File: config.mk
export PLATFORM = sky130hd
export DESIGN_NAME = central_control_unit
export DESIGN_NICKNAME = d
export VERILOG_FILES = /design/src/rtl/ccu_pkg.sv /design/src/rtl/ccu_ctrl_if.sv /design/src/rtl/ccu_register_file.sv /design/src/rtl/ccu_result_tracker.sv /design/src/rtl/ccu_sequencer.sv /design/src/rtl/central_control_unit.sv
export VERILOG_INCLUDE_DIRS = /design/src /design/src/rtl
export SDC_FILE = /design/constraint.sdc
export NUM_CORES = 1
export LEC_CHECK = 0
export BUFFER_PORTS_ARGS = -buffer_cell sky130_fd_sc_hd__buf_2
export CAP_MARGIN = 15
export CORE_ASPECT_RATIO = 2
export CORE_MARGIN = 4
export CORE_UTILIZATION = 56
export DETAILED_ROUTE_END_ITERATION = 10
export GPL_TIMING_DRIVEN = 0
export PLACE_DENSITY = 0.73
export SYNTH_ARGS = -nofsm -noshare
export SYNTH_HDL_FRONTEND = slang
export SYNTH_SLANG_ARGS = --single-unit
File: constraint.sdc
create_clock -name fsm_clk -period 5.07 [get_ports fsm_clk]
set_clock_uncertainty 0.1 [all_clocks]
set_input_delay 0 -clock fsm_clk [delete_from_list [all_inputs] [get_ports fsm_clk]]
set_output_delay 0 -clock fsm_clk [all_outputs]
set_load 0.05 [all_outputs]
File: src/rtl/ccu_cfg.svh
`ifndef CCU_CFG_SVH
`define CCU_CFG_SVH

// Address widths of the data, grid and scale memories
`define CCU_DATA_ADDR     16
`define CCU_GRID_ADDR     16
`define CCU_SCALE_ADDR    16
`define CCU_PCKT_WIDTH    32

// Result channels per iteration and batch lanes
`define CCU_RSLT_CHANNELS 4
`define CCU_BATCH_SIZE    4
`define CCU_NUM_PERIPH    4

// Host register port
`define CCU_REG_ADDR_W    4
`define CCU_REG_CTRL      0
`define CCU_REG_INTR      1
`define CCU_REG_DATA      2
`define CCU_REG_GRID      3
`define CCU_REG_SCALE     4
`define CCU_REG_RSLT      5
`define CCU_REG_PCKT      6
`define CCU_REG_BTCH      7
`define CCU_REG_LOADED    8
`define CCU_REG_STATUS    9
`define CCU_REG_EXPORTED  10
`define CCU_REG_ITER      11

`endif

File: src/rtl/ccu_pkg.sv
`include "ccu_cfg.svh"

package ccu_pkg;

  // Host register port
  typedef logic [31:0]                    reg_word_t;
  typedef logic [`CCU_REG_ADDR_W-1:0]     reg_addr_t;

  // Sizes carry one extra bit so that a full memory fits
  typedef logic [`CCU_DATA_ADDR:0]        data_size_t;
  typedef logic [`CCU_GRID_ADDR:0]        grid_size_t;
  typedef logic [`CCU_SCALE_ADDR:0]       scle_size_t;
  typedef logic [`CCU_PCKT_WIDTH-1:0]     pckt_size_t;

  // Per-iteration lane masks
  typedef logic [`CCU_RSLT_CHANNELS-1:0]  chan_mask_t;
  typedef logic [`CCU_BATCH_SIZE-1:0]     batch_mask_t;
  typedef logic [7:0]                     btch_count_t;

  // Sequencer states
  typedef enum logic [2:0] {
    st_idle,
    st_start,
    st_oper,
    st_done,
    st_fault,
    st_halt
  } ccu_state_t;

endpackage

File: src/rtl/ccu_ctrl_if.sv
// Parameters, commands and status shared by the three control blocks
interface ccu_ctrl_if;
  import ccu_pkg::*;

  data_size_t  data_size;
  grid_size_t  grid_size;
  scle_size_t  scle_size;
  pckt_size_t  pckt_size;
  reg_word_t   rslt_size;
  btch_count_t btch_size;
  logic        params_valid;
  logic        start_req;
  logic        done_flag;
  logic        soft_cmd;
  logic        abort_cmd;
  logic        error_cmd;
  logic        clear_start;
  logic        set_done;
  logic        busy;
  logic        error;
  logic        locked;
  reg_word_t   results_exported;
  reg_word_t   iter_count;

  modport regs (
    output data_size, grid_size, scle_size, pckt_size, rslt_size, btch_size,
    output params_valid, start_req, done_flag, soft_cmd, abort_cmd, error_cmd,
    input  clear_start, set_done, busy, error, locked, results_exported, iter_count
  );

  modport seq (
    input  data_size, grid_size, scle_size, pckt_size,
    input  params_valid, start_req, done_flag, soft_cmd, abort_cmd, error_cmd,
    output clear_start, set_done, busy, error, locked
  );

  modport track (
    input  rslt_size, btch_size,
    output results_exported, iter_count
  );

endinterface

// Iteration strobes from the sequencer to the result tracker
interface ccu_iter_if;
  logic load;
  logic advance;
  logic clear;
  logic last;

  modport seq (output load, advance, clear, input last);
  modport track (input load, advance, clear, output last);

endinterface

File: src/rtl/ccu_register_file.sv
`include "ccu_cfg.svh"

module ccu_register_file (
  input  logic               fsm_clk,
  input  logic               fsm_rst,
  input  logic               reg_wr,
  input  logic               reg_rd,
  input  ccu_pkg::reg_addr_t reg_addr,
  input  ccu_pkg::reg_word_t reg_wdata,
  output ccu_pkg::reg_word_t reg_rdata,
  ccu_ctrl_if.regs           ctrl
);
  import ccu_pkg::*;

  // Largest size each memory can hold
  localparam reg_word_t max_data = reg_word_t'(1) << `CCU_DATA_ADDR;
  localparam reg_word_t max_grid = reg_word_t'(1) << `CCU_GRID_ADDR;
  localparam reg_word_t max_scle = reg_word_t'(1) << `CCU_SCALE_ADDR;

  logic        start_r;
  logic        done_r;
  reg_word_t   data_size_r;
  reg_word_t   grid_size_r;
  reg_word_t   scle_size_r;
  reg_word_t   rslt_size_r;
  reg_word_t   pckt_size_r;
  btch_count_t btch_size_r;
  logic [3:0]  loaded_r;
  logic        intr_wr;
  logic        status_idle;
  reg_word_t   rd_mux;

  always_ff @(posedge fsm_clk) begin
    if (fsm_rst) begin
      start_r     <= 1'b0;
      done_r      <= 1'b0;
      data_size_r <= '0;
      grid_size_r <= '0;
      scle_size_r <= '0;
      rslt_size_r <= '0;
      pckt_size_r <= '0;
      btch_size_r <= '0;
      loaded_r    <= '0;
    end else begin
      if (reg_wr) begin
        case (reg_addr)
          `CCU_REG_CTRL: begin
            start_r <= reg_wdata[0];
            // Host can only clear done
            done_r  <= done_r & reg_wdata[1];
          end
          `CCU_REG_DATA:   data_size_r <= reg_wdata;
          `CCU_REG_GRID:   grid_size_r <= reg_wdata;
          `CCU_REG_SCALE:  scle_size_r <= reg_wdata;
          `CCU_REG_RSLT:   rslt_size_r <= reg_wdata;
          `CCU_REG_PCKT:   pckt_size_r <= reg_wdata;
          `CCU_REG_BTCH:   btch_size_r <= reg_wdata[7:0];
          `CCU_REG_LOADED: loaded_r    <= reg_wdata[3:0];
          default: begin
          end
        endcase
      end
      // Sequencer strobes win over a host write in the same cycle
      if (ctrl.clear_start) start_r <= 1'b0;
      if (ctrl.set_done) done_r <= 1'b1;
    end
  end

  // Interrupt register bits are pulses, nothing is stored
  assign intr_wr        = reg_wr && (reg_addr == reg_addr_t'(`CCU_REG_INTR));
  assign ctrl.soft_cmd  = intr_wr & reg_wdata[0];
  assign ctrl.abort_cmd = intr_wr & reg_wdata[1];
  assign ctrl.error_cmd = intr_wr & reg_wdata[2];

  assign ctrl.start_req = start_r;
  assign ctrl.done_flag = done_r;
  assign ctrl.data_size = data_size_r[`CCU_DATA_ADDR:0];
  assign ctrl.grid_size = grid_size_r[`CCU_GRID_ADDR:0];
  assign ctrl.scle_size = scle_size_r[`CCU_SCALE_ADDR:0];
  assign ctrl.pckt_size = pckt_size_r[`CCU_PCKT_WIDTH-1:0];
  assign ctrl.rslt_size = rslt_size_r;
  assign ctrl.btch_size = btch_size_r;

  // All inputs loaded, every size nonzero and within range
  assign ctrl.params_valid = (&loaded_r)
      && (data_size_r != '0) && (data_size_r <= max_data)
      && (grid_size_r != '0) && (grid_size_r <= max_grid)
      && (scle_size_r != '0) && (scle_size_r <= max_scle)
      && (rslt_size_r != '0) && (pckt_size_r != '0)
      && (btch_size_r != '0) && (btch_size_r <= btch_count_t'(`CCU_BATCH_SIZE));

  assign status_idle = ~(ctrl.busy | ctrl.error | ctrl.locked);

  always_comb begin
    rd_mux = '0;
    case (reg_addr)
      `CCU_REG_CTRL:     rd_mux[1:0] = {done_r, start_r};
      `CCU_REG_DATA:     rd_mux = data_size_r;
      `CCU_REG_GRID:     rd_mux = grid_size_r;
      `CCU_REG_SCALE:    rd_mux = scle_size_r;
      `CCU_REG_RSLT:     rd_mux = rslt_size_r;
      `CCU_REG_PCKT:     rd_mux = pckt_size_r;
      `CCU_REG_BTCH:     rd_mux[7:0] = btch_size_r;
      `CCU_REG_LOADED:   rd_mux[3:0] = loaded_r;
      `CCU_REG_STATUS: begin
        rd_mux[4:0] = {ctrl.params_valid, ctrl.locked, ctrl.error, ctrl.busy, status_idle};
      end
      `CCU_REG_EXPORTED: rd_mux = ctrl.results_exported;
      `CCU_REG_ITER:     rd_mux = ctrl.iter_count;
      default:           rd_mux = '0;
    endcase
  end

  // Read data lands one cycle after the strobe and holds
  always_ff @(posedge fsm_clk) begin
    if (fsm_rst) begin
      reg_rdata <= '0;
    end else if (reg_rd) begin
      reg_rdata <= rd_mux;
    end
  end

endmodule

File: src/rtl/ccu_result_tracker.sv
`include "ccu_cfg.svh"

module ccu_result_tracker (
  input  logic                 fsm_clk,
  input  logic                 fsm_rst,
  ccu_ctrl_if.track            ctrl,
  ccu_iter_if.track            iter,
  output ccu_pkg::chan_mask_t  use_channels,
  output ccu_pkg::batch_mask_t use_batch
);
  import ccu_pkg::*;

  reg_word_t   remaining;
  reg_word_t   cur_size;
  reg_word_t   exported;
  reg_word_t   iter_cnt;
  reg_word_t   first_size;
  reg_word_t   next_size;
  batch_mask_t batch_mask;

  // Results covered by one iteration when left results are still owed
  function automatic reg_word_t iter_size(input reg_word_t left);
    if (left > reg_word_t'(`CCU_RSLT_CHANNELS)) begin
      return reg_word_t'(`CCU_RSLT_CHANNELS);
    end
    return left;
  endfunction

  assign first_size = iter_size(ctrl.rslt_size);
  assign next_size  = iter_size(remaining);

  always_comb begin
    for (int i = 0; i < `CCU_RSLT_CHANNELS; i++) begin
      use_channels[i] = reg_word_t'(i) < cur_size;
    end
    for (int i = 0; i < `CCU_BATCH_SIZE; i++) begin
      batch_mask[i] = btch_count_t'(i) < ctrl.btch_size;
    end
  end

  always_ff @(posedge fsm_clk) begin
    if (fsm_rst || iter.clear) begin
      remaining <= '0;
      cur_size  <= '0;
      exported  <= '0;
      iter_cnt  <= '0;
      use_batch <= '0;
    end else if (iter.load) begin
      remaining <= ctrl.rslt_size - first_size;
      cur_size  <= first_size;
      exported  <= '0;
      iter_cnt  <= '0;
      use_batch <= batch_mask;
    end else if (iter.advance) begin
      // Current iteration is finished, move on to the next one
      exported  <= exported + cur_size;
      remaining <= remaining - next_size;
      cur_size  <= next_size;
      iter_cnt  <= iter_cnt + 1'b1;
    end
  end

  // The iteration in flight is the last once nothing else is owed
  assign iter.last             = (remaining == '0);
  assign ctrl.results_exported = exported;
  assign ctrl.iter_count       = iter_cnt;

endmodule

File: src/rtl/ccu_sequencer.sv
`include "ccu_cfg.svh"

module ccu_sequencer (
  input  logic                       fsm_clk,
  input  logic                       fsm_rst,
  input  logic [`CCU_NUM_PERIPH-1:0] peripheral_error,
  input  logic                       rslt_tlast,
  ccu_ctrl_if.seq                    ctrl,
  ccu_iter_if.seq                    iter,
  output logic                       operation_start,
  output logic                       iteration_start,
  output ccu_pkg::data_size_t        data_size,
  output ccu_pkg::grid_size_t        grid_size,
  output ccu_pkg::scle_size_t        scle_size,
  output ccu_pkg::pckt_size_t        pckt_size,
  output logic                       operation_busy,
  output logic                       operation_complete,
  output logic                       operation_error,
  output logic                       locked,
  output logic                       pl2ps_intr
);
  import ccu_pkg::*;

  ccu_state_t state;
  ccu_state_t state_next;
  logic       soft_pend;
  logic       soft_due;
  logic       tlast_oper;
  logic       halt_cmd;
  logic       done_lock;
  logic       done_lock_next;

  assign tlast_oper = rslt_tlast && (state == st_oper);
  // Soft interrupt only bites at an iteration boundary
  assign soft_due   = tlast_oper && (soft_pend || ctrl.soft_cmd);
  assign halt_cmd   = ctrl.abort_cmd || ctrl.error_cmd;

  always_comb begin
    state_next = state;
    case (state)
      st_idle: begin
        if (ctrl.start_req && !done_lock) begin
          state_next = ctrl.params_valid ? st_start : st_fault;
        end
      end
      st_start: state_next = st_oper;
      st_oper: begin
        if (tlast_oper && iter.last) begin
          state_next = st_done;
        end else if (soft_due) begin
          state_next = st_halt;
        end
      end
      st_done:  state_next = st_idle;
      st_halt:  state_next = st_idle;
      st_fault: state_next = st_fault;
      default:  state_next = st_idle;
    endcase
    if (|peripheral_error) state_next = st_fault;
    // Host commands override everything else
    if (halt_cmd) state_next = st_halt;
  end

  // Completed run stays locked until the host clears done
  always_comb begin
    done_lock_next = done_lock;
    if (state_next == st_done) begin
      done_lock_next = 1'b1;
    end else if (state != st_done && !ctrl.done_flag) begin
      done_lock_next = 1'b0;
    end
  end

  always_ff @(posedge fsm_clk) begin
    if (fsm_rst) begin
      state              <= st_idle;
      soft_pend          <= 1'b0;
      done_lock          <= 1'b0;
      operation_start    <= 1'b0;
      iteration_start    <= 1'b0;
      operation_busy     <= 1'b0;
      operation_complete <= 1'b0;
      operation_error    <= 1'b0;
      locked             <= 1'b0;
      pl2ps_intr         <= 1'b0;
      data_size          <= '0;
      grid_size          <= '0;
      scle_size          <= '0;
      pckt_size          <= '0;
    end else begin
      state              <= state_next;
      done_lock          <= done_lock_next;
      operation_start    <= (state_next == st_oper) && ((state == st_start) || tlast_oper);
      iteration_start    <= (state_next == st_oper);
      operation_busy     <= (state_next == st_start) || (state_next == st_oper);
      operation_complete <= (state_next == st_done);
      operation_error    <= (state_next == st_fault) ||
                            ((state_next == st_halt) && ctrl.error_cmd);
      locked             <= (state_next == st_fault) || done_lock_next;
      pl2ps_intr         <= ((state_next != state) &&
                             (state_next inside {st_start, st_done, st_fault})) ||
                            ((state_next == st_oper) && tlast_oper);
      if (state_next == st_start) begin
        data_size <= ctrl.data_size;
        grid_size <= ctrl.grid_size;
        scle_size <= ctrl.scle_size;
        pckt_size <= ctrl.pckt_size;
      end
      if ((state_next == st_start) || (state_next == st_oper)) begin
        if (tlast_oper) begin
          soft_pend <= 1'b0;
        end else if (ctrl.soft_cmd) begin
          soft_pend <= 1'b1;
        end
      end else begin
        soft_pend <= 1'b0;
      end
    end
  end

  assign ctrl.clear_start = (state == st_start) || (state == st_fault);
  assign ctrl.set_done    = (state_next == st_done) ||
                            ((state_next == st_halt) && ctrl.error_cmd);
  assign ctrl.busy        = operation_busy;
  assign ctrl.error       = operation_error;
  assign ctrl.locked      = locked;

  assign iter.load    = (state_next == st_start);
  assign iter.advance = tlast_oper;
  assign iter.clear   = (state_next == st_fault);

endmodule

File: src/rtl/central_control_unit.sv
`include "ccu_cfg.svh"

module central_control_unit (
  input  logic                       fsm_clk,
  input  logic                       fsm_rst,
  // Host register port
  input  logic                       reg_wr,
  input  logic                       reg_rd,
  input  ccu_pkg::reg_addr_t         reg_addr,
  input  ccu_pkg::reg_word_t         reg_wdata,
  output ccu_pkg::reg_word_t         reg_rdata,
  // Peripherals
  input  logic [`CCU_NUM_PERIPH-1:0] peripheral_error,
  input  logic                       rslt_tlast,
  // Run control towards the layer
  output logic                       operation_start,
  output logic                       iteration_start,
  output ccu_pkg::data_size_t        data_size,
  output ccu_pkg::grid_size_t        grid_size,
  output ccu_pkg::scle_size_t        scle_size,
  output ccu_pkg::pckt_size_t        pckt_size,
  output ccu_pkg::chan_mask_t        use_channels,
  output ccu_pkg::batch_mask_t       use_batch,
  // Status
  output logic                       operation_busy,
  output logic                       operation_complete,
  output logic                       operation_error,
  output logic                       locked,
  output logic                       pl2ps_intr
);

  ccu_ctrl_if ctrl_bus ();
  ccu_iter_if iter_bus ();

  ccu_register_file u_regs (
    .fsm_clk   (fsm_clk),
    .fsm_rst   (fsm_rst),
    .reg_wr    (reg_wr),
    .reg_rd    (reg_rd),
    .reg_addr  (reg_addr),
    .reg_wdata (reg_wdata),
    .reg_rdata (reg_rdata),
    .ctrl      (ctrl_bus.regs)
  );

  ccu_sequencer u_seq (
    .fsm_clk            (fsm_clk),
    .fsm_rst            (fsm_rst),
    .peripheral_error   (peripheral_error),
    .rslt_tlast         (rslt_tlast),
    .ctrl               (ctrl_bus.seq),
    .iter               (iter_bus.seq),
    .operation_start    (operation_start),
    .iteration_start    (iteration_start),
    .data_size          (data_size),
    .grid_size          (grid_size),
    .scle_size          (scle_size),
    .pckt_size          (pckt_size),
    .operation_busy     (operation_busy),
    .operation_complete (operation_complete),
    .operation_error    (operation_error),
    .locked             (locked),
    .pl2ps_intr         (pl2ps_intr)
  );

  ccu_result_tracker u_track (
    .fsm_clk      (fsm_clk),
    .fsm_rst      (fsm_rst),
    .ctrl         (ctrl_bus.track),
    .iter         (iter_bus.track),
    .use_channels (use_channels),
    .use_batch    (use_batch)
  );

endmodule

==> impl_metrics.env <==
export IMPL_status="complete, no violations"
export IMPL_ctsResizeCount=0
export IMPL_drt_iter0_drc=1921
export IMPL_gp_congestion=1.089
export IMPL_reg2reg_setup_slack_ns=0.30
export IMPL_worst_path_buf_inv=3
export IMPL_endpoint_kind="flop"
export IMPL_cp_required_ns=5.47
export IMPL_nets=2908
export IMPL_final_core_util=0.6589
export IMPL_gr_usage_met3=0.06714
export IMPL_hp_class="input pin to flop"
export IMPL_cts_tree="yes"
export IMPL_num_vias=20428
export IMPL_cts_made_buffers=40
export IMPL_synthCells=2569
export IMPL_synth_top_area_frac=0.4351
export IMPL_grt_max_degree=18
export IMPL_place_inst=3184
export IMPL_wl_mm=80.20
export IMPL_rows=97
export IMPL_crit_path_start_kind="flop"
export IMPL_clockBufferDepth=3
export IMPL_critPathKind="flop to flop"
export IMPL_grt_overflow=0
export IMPL_busiest_layer="met2"
export IMPL_nFillCells=3078
export IMPL_cp_data_arrival_time_ns=5.17
export IMPL_yosysWarnings=0
export IMPL_portBuffers=169
export IMPL_cts_sinks=433
export IMPL_grt_use_met1=0.4168
export IMPL_worst_pin_slew_ns=1.026
export IMPL_clkSlewWorstSetupHoldPaths_ns=0.08
export IMPL_peakVddDrop_mv=0.3267
export IMPL_synthFlopType="dfxtp_1"
export IMPL_synthArstFlopShare=0
export IMPL_ios=175
export IMPL_fin_cells=3300
export IMPL_maxSlewHeadroom=0.3163
export IMPL_fin_setup_tns_ns=0
export IMPL_detail_route_antenna_nets=0
export IMPL_crit_family="simple AND/OR/NAND/NOR gates"
export IMPL_met2_usage=0.6869
export IMPL_synth_cell_type_count=77
export IMPL_drive_gt1_frac=0.1002
export IMPL_firstDrtPassIters=7
export IMPL_synth_edff_count=0
export IMPL_yosys_area_top_type="dfxtp_1"
export IMPL_wl_per_cell_um=24.30
export IMPL_insertion_delay_ns=0.57
export IMPL_setup_viol=0
export IMPL_path_cells="clkbuf_1 > or4_4 > nor4_2 > nand4_1 > nor3_1 > or4_1 > nand2_1 > nand2_1 > clkbuf_1 > clkbuf_1 > nand2_1 > a21oi_1"
export IMPL_synth_seq_cells=433
export IMPL_crit_slowest_cell="clkbuf_1"
export IMPL_drc=0
export IMPL_hpwlAfterDp_mm=62.99
export IMPL_maxSlewViolCount=0
export IMPL_grt_pass1_wl_mm=118.2
export IMPL_die_h_um=274.7
export IMPL_crit_fanout=10
export IMPL_p_leak_nw=8.593
export IMPL_h_tree_depth=2
export IMPL_cts_root_buf="clkbuf_16"
export IMPL_rsz0062_at_grt="false"
export IMPL_fp_dieW_um=141.4
export IMPL_finalHoldViolations=0
export IMPL_p_per_area_nw_per_um2=305.7
export IMPL_fin_crit_ns=4.775
export IMPL_vias_per_cell=6.190
export IMPL_die_area_sq_um=38840
export IMPL_fin_crit_sh=0.9418
export IMPL_syn_area_sq_um=19920
export IMPL_synth_avg_cell_area_sq_um=7.755
export IMPL_core_area_sq_um=35070
export IMPL_yosysSeqAreaShare=0.4351
export IMPL_slowest_delay_ns=0.70
export IMPL_synthTopCellsByArea="dfxtp_1 (44%), nand2_1 (13%), a21oi_1 (9.3%)"
export IMPL_grt_use_total=0.4010
export IMPL_antenna_found_initial=1
export IMPL_fmax_ghz=0.2094
export IMPL_initial_core_util=0.5680
export IMPL_grt_pass1_vias=19673
export IMPL_max_cap_viol_count=0
export IMPL_syn2layout_area_growth_pct=16.00
## worst reg2reg max path: cells and delay by family, from the launching register on
kind | cells | cell delay (ns)
AND/OR/NAND/NOR | 8 | 2.58
buffers and inverters | 3 | 1.59
AO/OA/AOI/OAI | 1 | 0.16
flip-flops | 1 | 0.30
## cells in the final DEF, fill, tap and decap left out, drive strengths merged, types with 30 or more instances in the layout
master,n
a21oi,373
mux2i,41
o21ai,72
xnor2,53
nor2,181
and2,40
nand3,30
ha,37
nor4,49
dlygate4sd3,44
a22oi,32
buf,201
nand2,678
dfxtp,433
xor2,43
clkbuf,189
## cells in the mapped netlist, drive strengths merged (7+ instances only)
cell type / count
nand2: 678
or4: 16
a221oi: 21
a31oi: 29
a21o: 14
nor2b: 11
nand3: 30
ha: 37
xor2: 43
nor2: 181
clkbuf: 136
a22oi: 32
or3: 19
and2: 40
or2: 10
mux2i: 41
o21ai: 72
nor3: 29
a211oi: 23
nand4: 24
nor4: 49
a21oi: 373
nand3b: 8
o21a: 7
inv: 17
dfxtp: 433
nand2b: 14
a222oi: 10
xnor2: 53
buf: 32
and3: 16
o211ai: 12
## report_power, final
group | leakage (nW) | switching [W] | internal, W | total [W]
clock network | 0.640 | 0.00142 | 0.00173 | 0.00314
registers | 3.49 | 0.0000358 | 0.00342 | 0.00346
logic | 4.46 | 0.000327 | 0.000137 | 0.000464
## kinds of logic after synthesis
kind of cell               count (synthesis)  synth area share
muxes                                     45           0.02286
xor gates and xnor gates                  96           0.04221
and+or+nand+nor                         1144            0.2552
buffers and inverters                    185           0.03649
AOI/OAI and AO/OA                        627            0.1837
other                                      1         0.0001882
DFF                                      433            0.4351
adders and majority gates                 38           0.02424
## per-layer routing
metal  share of wire  wire length, um
met5               0                0
met4            0.11             8746
met1            0.33            26810
met3           0.072             5768
met2            0.48            38870
## registers in the layout, indices dropped and copies added (netlist names), 3 cells and up
name	cells
u_seq.scle_size	17
u_seq.data_size	17
u_track.ctrl.results_exported	32
u_seq.pckt_size	32
u_track.ctrl.iter_count	32
u_seq.grid_size	17
u_regs.ctrl.btch_size	8
u_track.remaining	32
u_regs.grid_size_r	32
u_regs.ctrl.pckt_size	32
u_track.cur_size	32
u_regs.reg_rdata	32
u_regs.data_size_r	32
u_regs.scle_size_r	32
u_regs.loaded_r	4
u_track.use_batch	4
u_seq.state	3
u_regs.ctrl.rslt_size	32
## metrics by stage
step | hold WS [ns] | total power, W | setup WS [ns] | cell area [sq um]
after global routing | 0.1759 | 0.007230 | 0.1291 | 23110
after detailed placement | 0.2030 | 0.003954 | 0.4349 | 21330
after global placement | 0.2021 | 0.003950 | 0.4731 | 21330
final | 0.03297 | 0.007065 | 0.2952 | 23110
after floorplan | 0.03597 | 0.003764 | 2.043 | 19930
after CTS | 0.009112 | 0.007064 | 0.3919 | 23110
## final cells by class
type | count | area, sq um | share of cell area
well taps | 445 | 556.8 | 0.02409
clock inverters | 18 | 229.0 | 0.009908
clock buffers | 53 | 1110 | 0.04802
repair buffers | 213 | 1286 | 0.05566
diodes | 1 | 2.502 | 0.0001083
multi-input cells | 1952 | 10530 | 0.4557
flip-flops and latches | 433 | 8668 | 0.3751
plain buffers | 168 | 663.1 | 0.02870
inverters | 17 | 63.81 | 0.002761
## worst paths after layout
kind,from,end,depth (start not counted)
worst max-delay path,u_regs.ctrl.rslt_size[3],u_seq.pckt_size[31],12
worst min register to register,u_seq.grid_size[15],u_seq.grid_size[15],2
worst max register to register,u_regs.ctrl.rslt_size[3],u_seq.pckt_size[31],12
worst min-delay path,peripheral_error[3],u_seq.operation_complete,4
## repair_timing
action,CTS,global route
hold endpoints to repair,192,0
setup buffers,0,0
hold buffers,44,0
(Power assumes the default switching activity.)
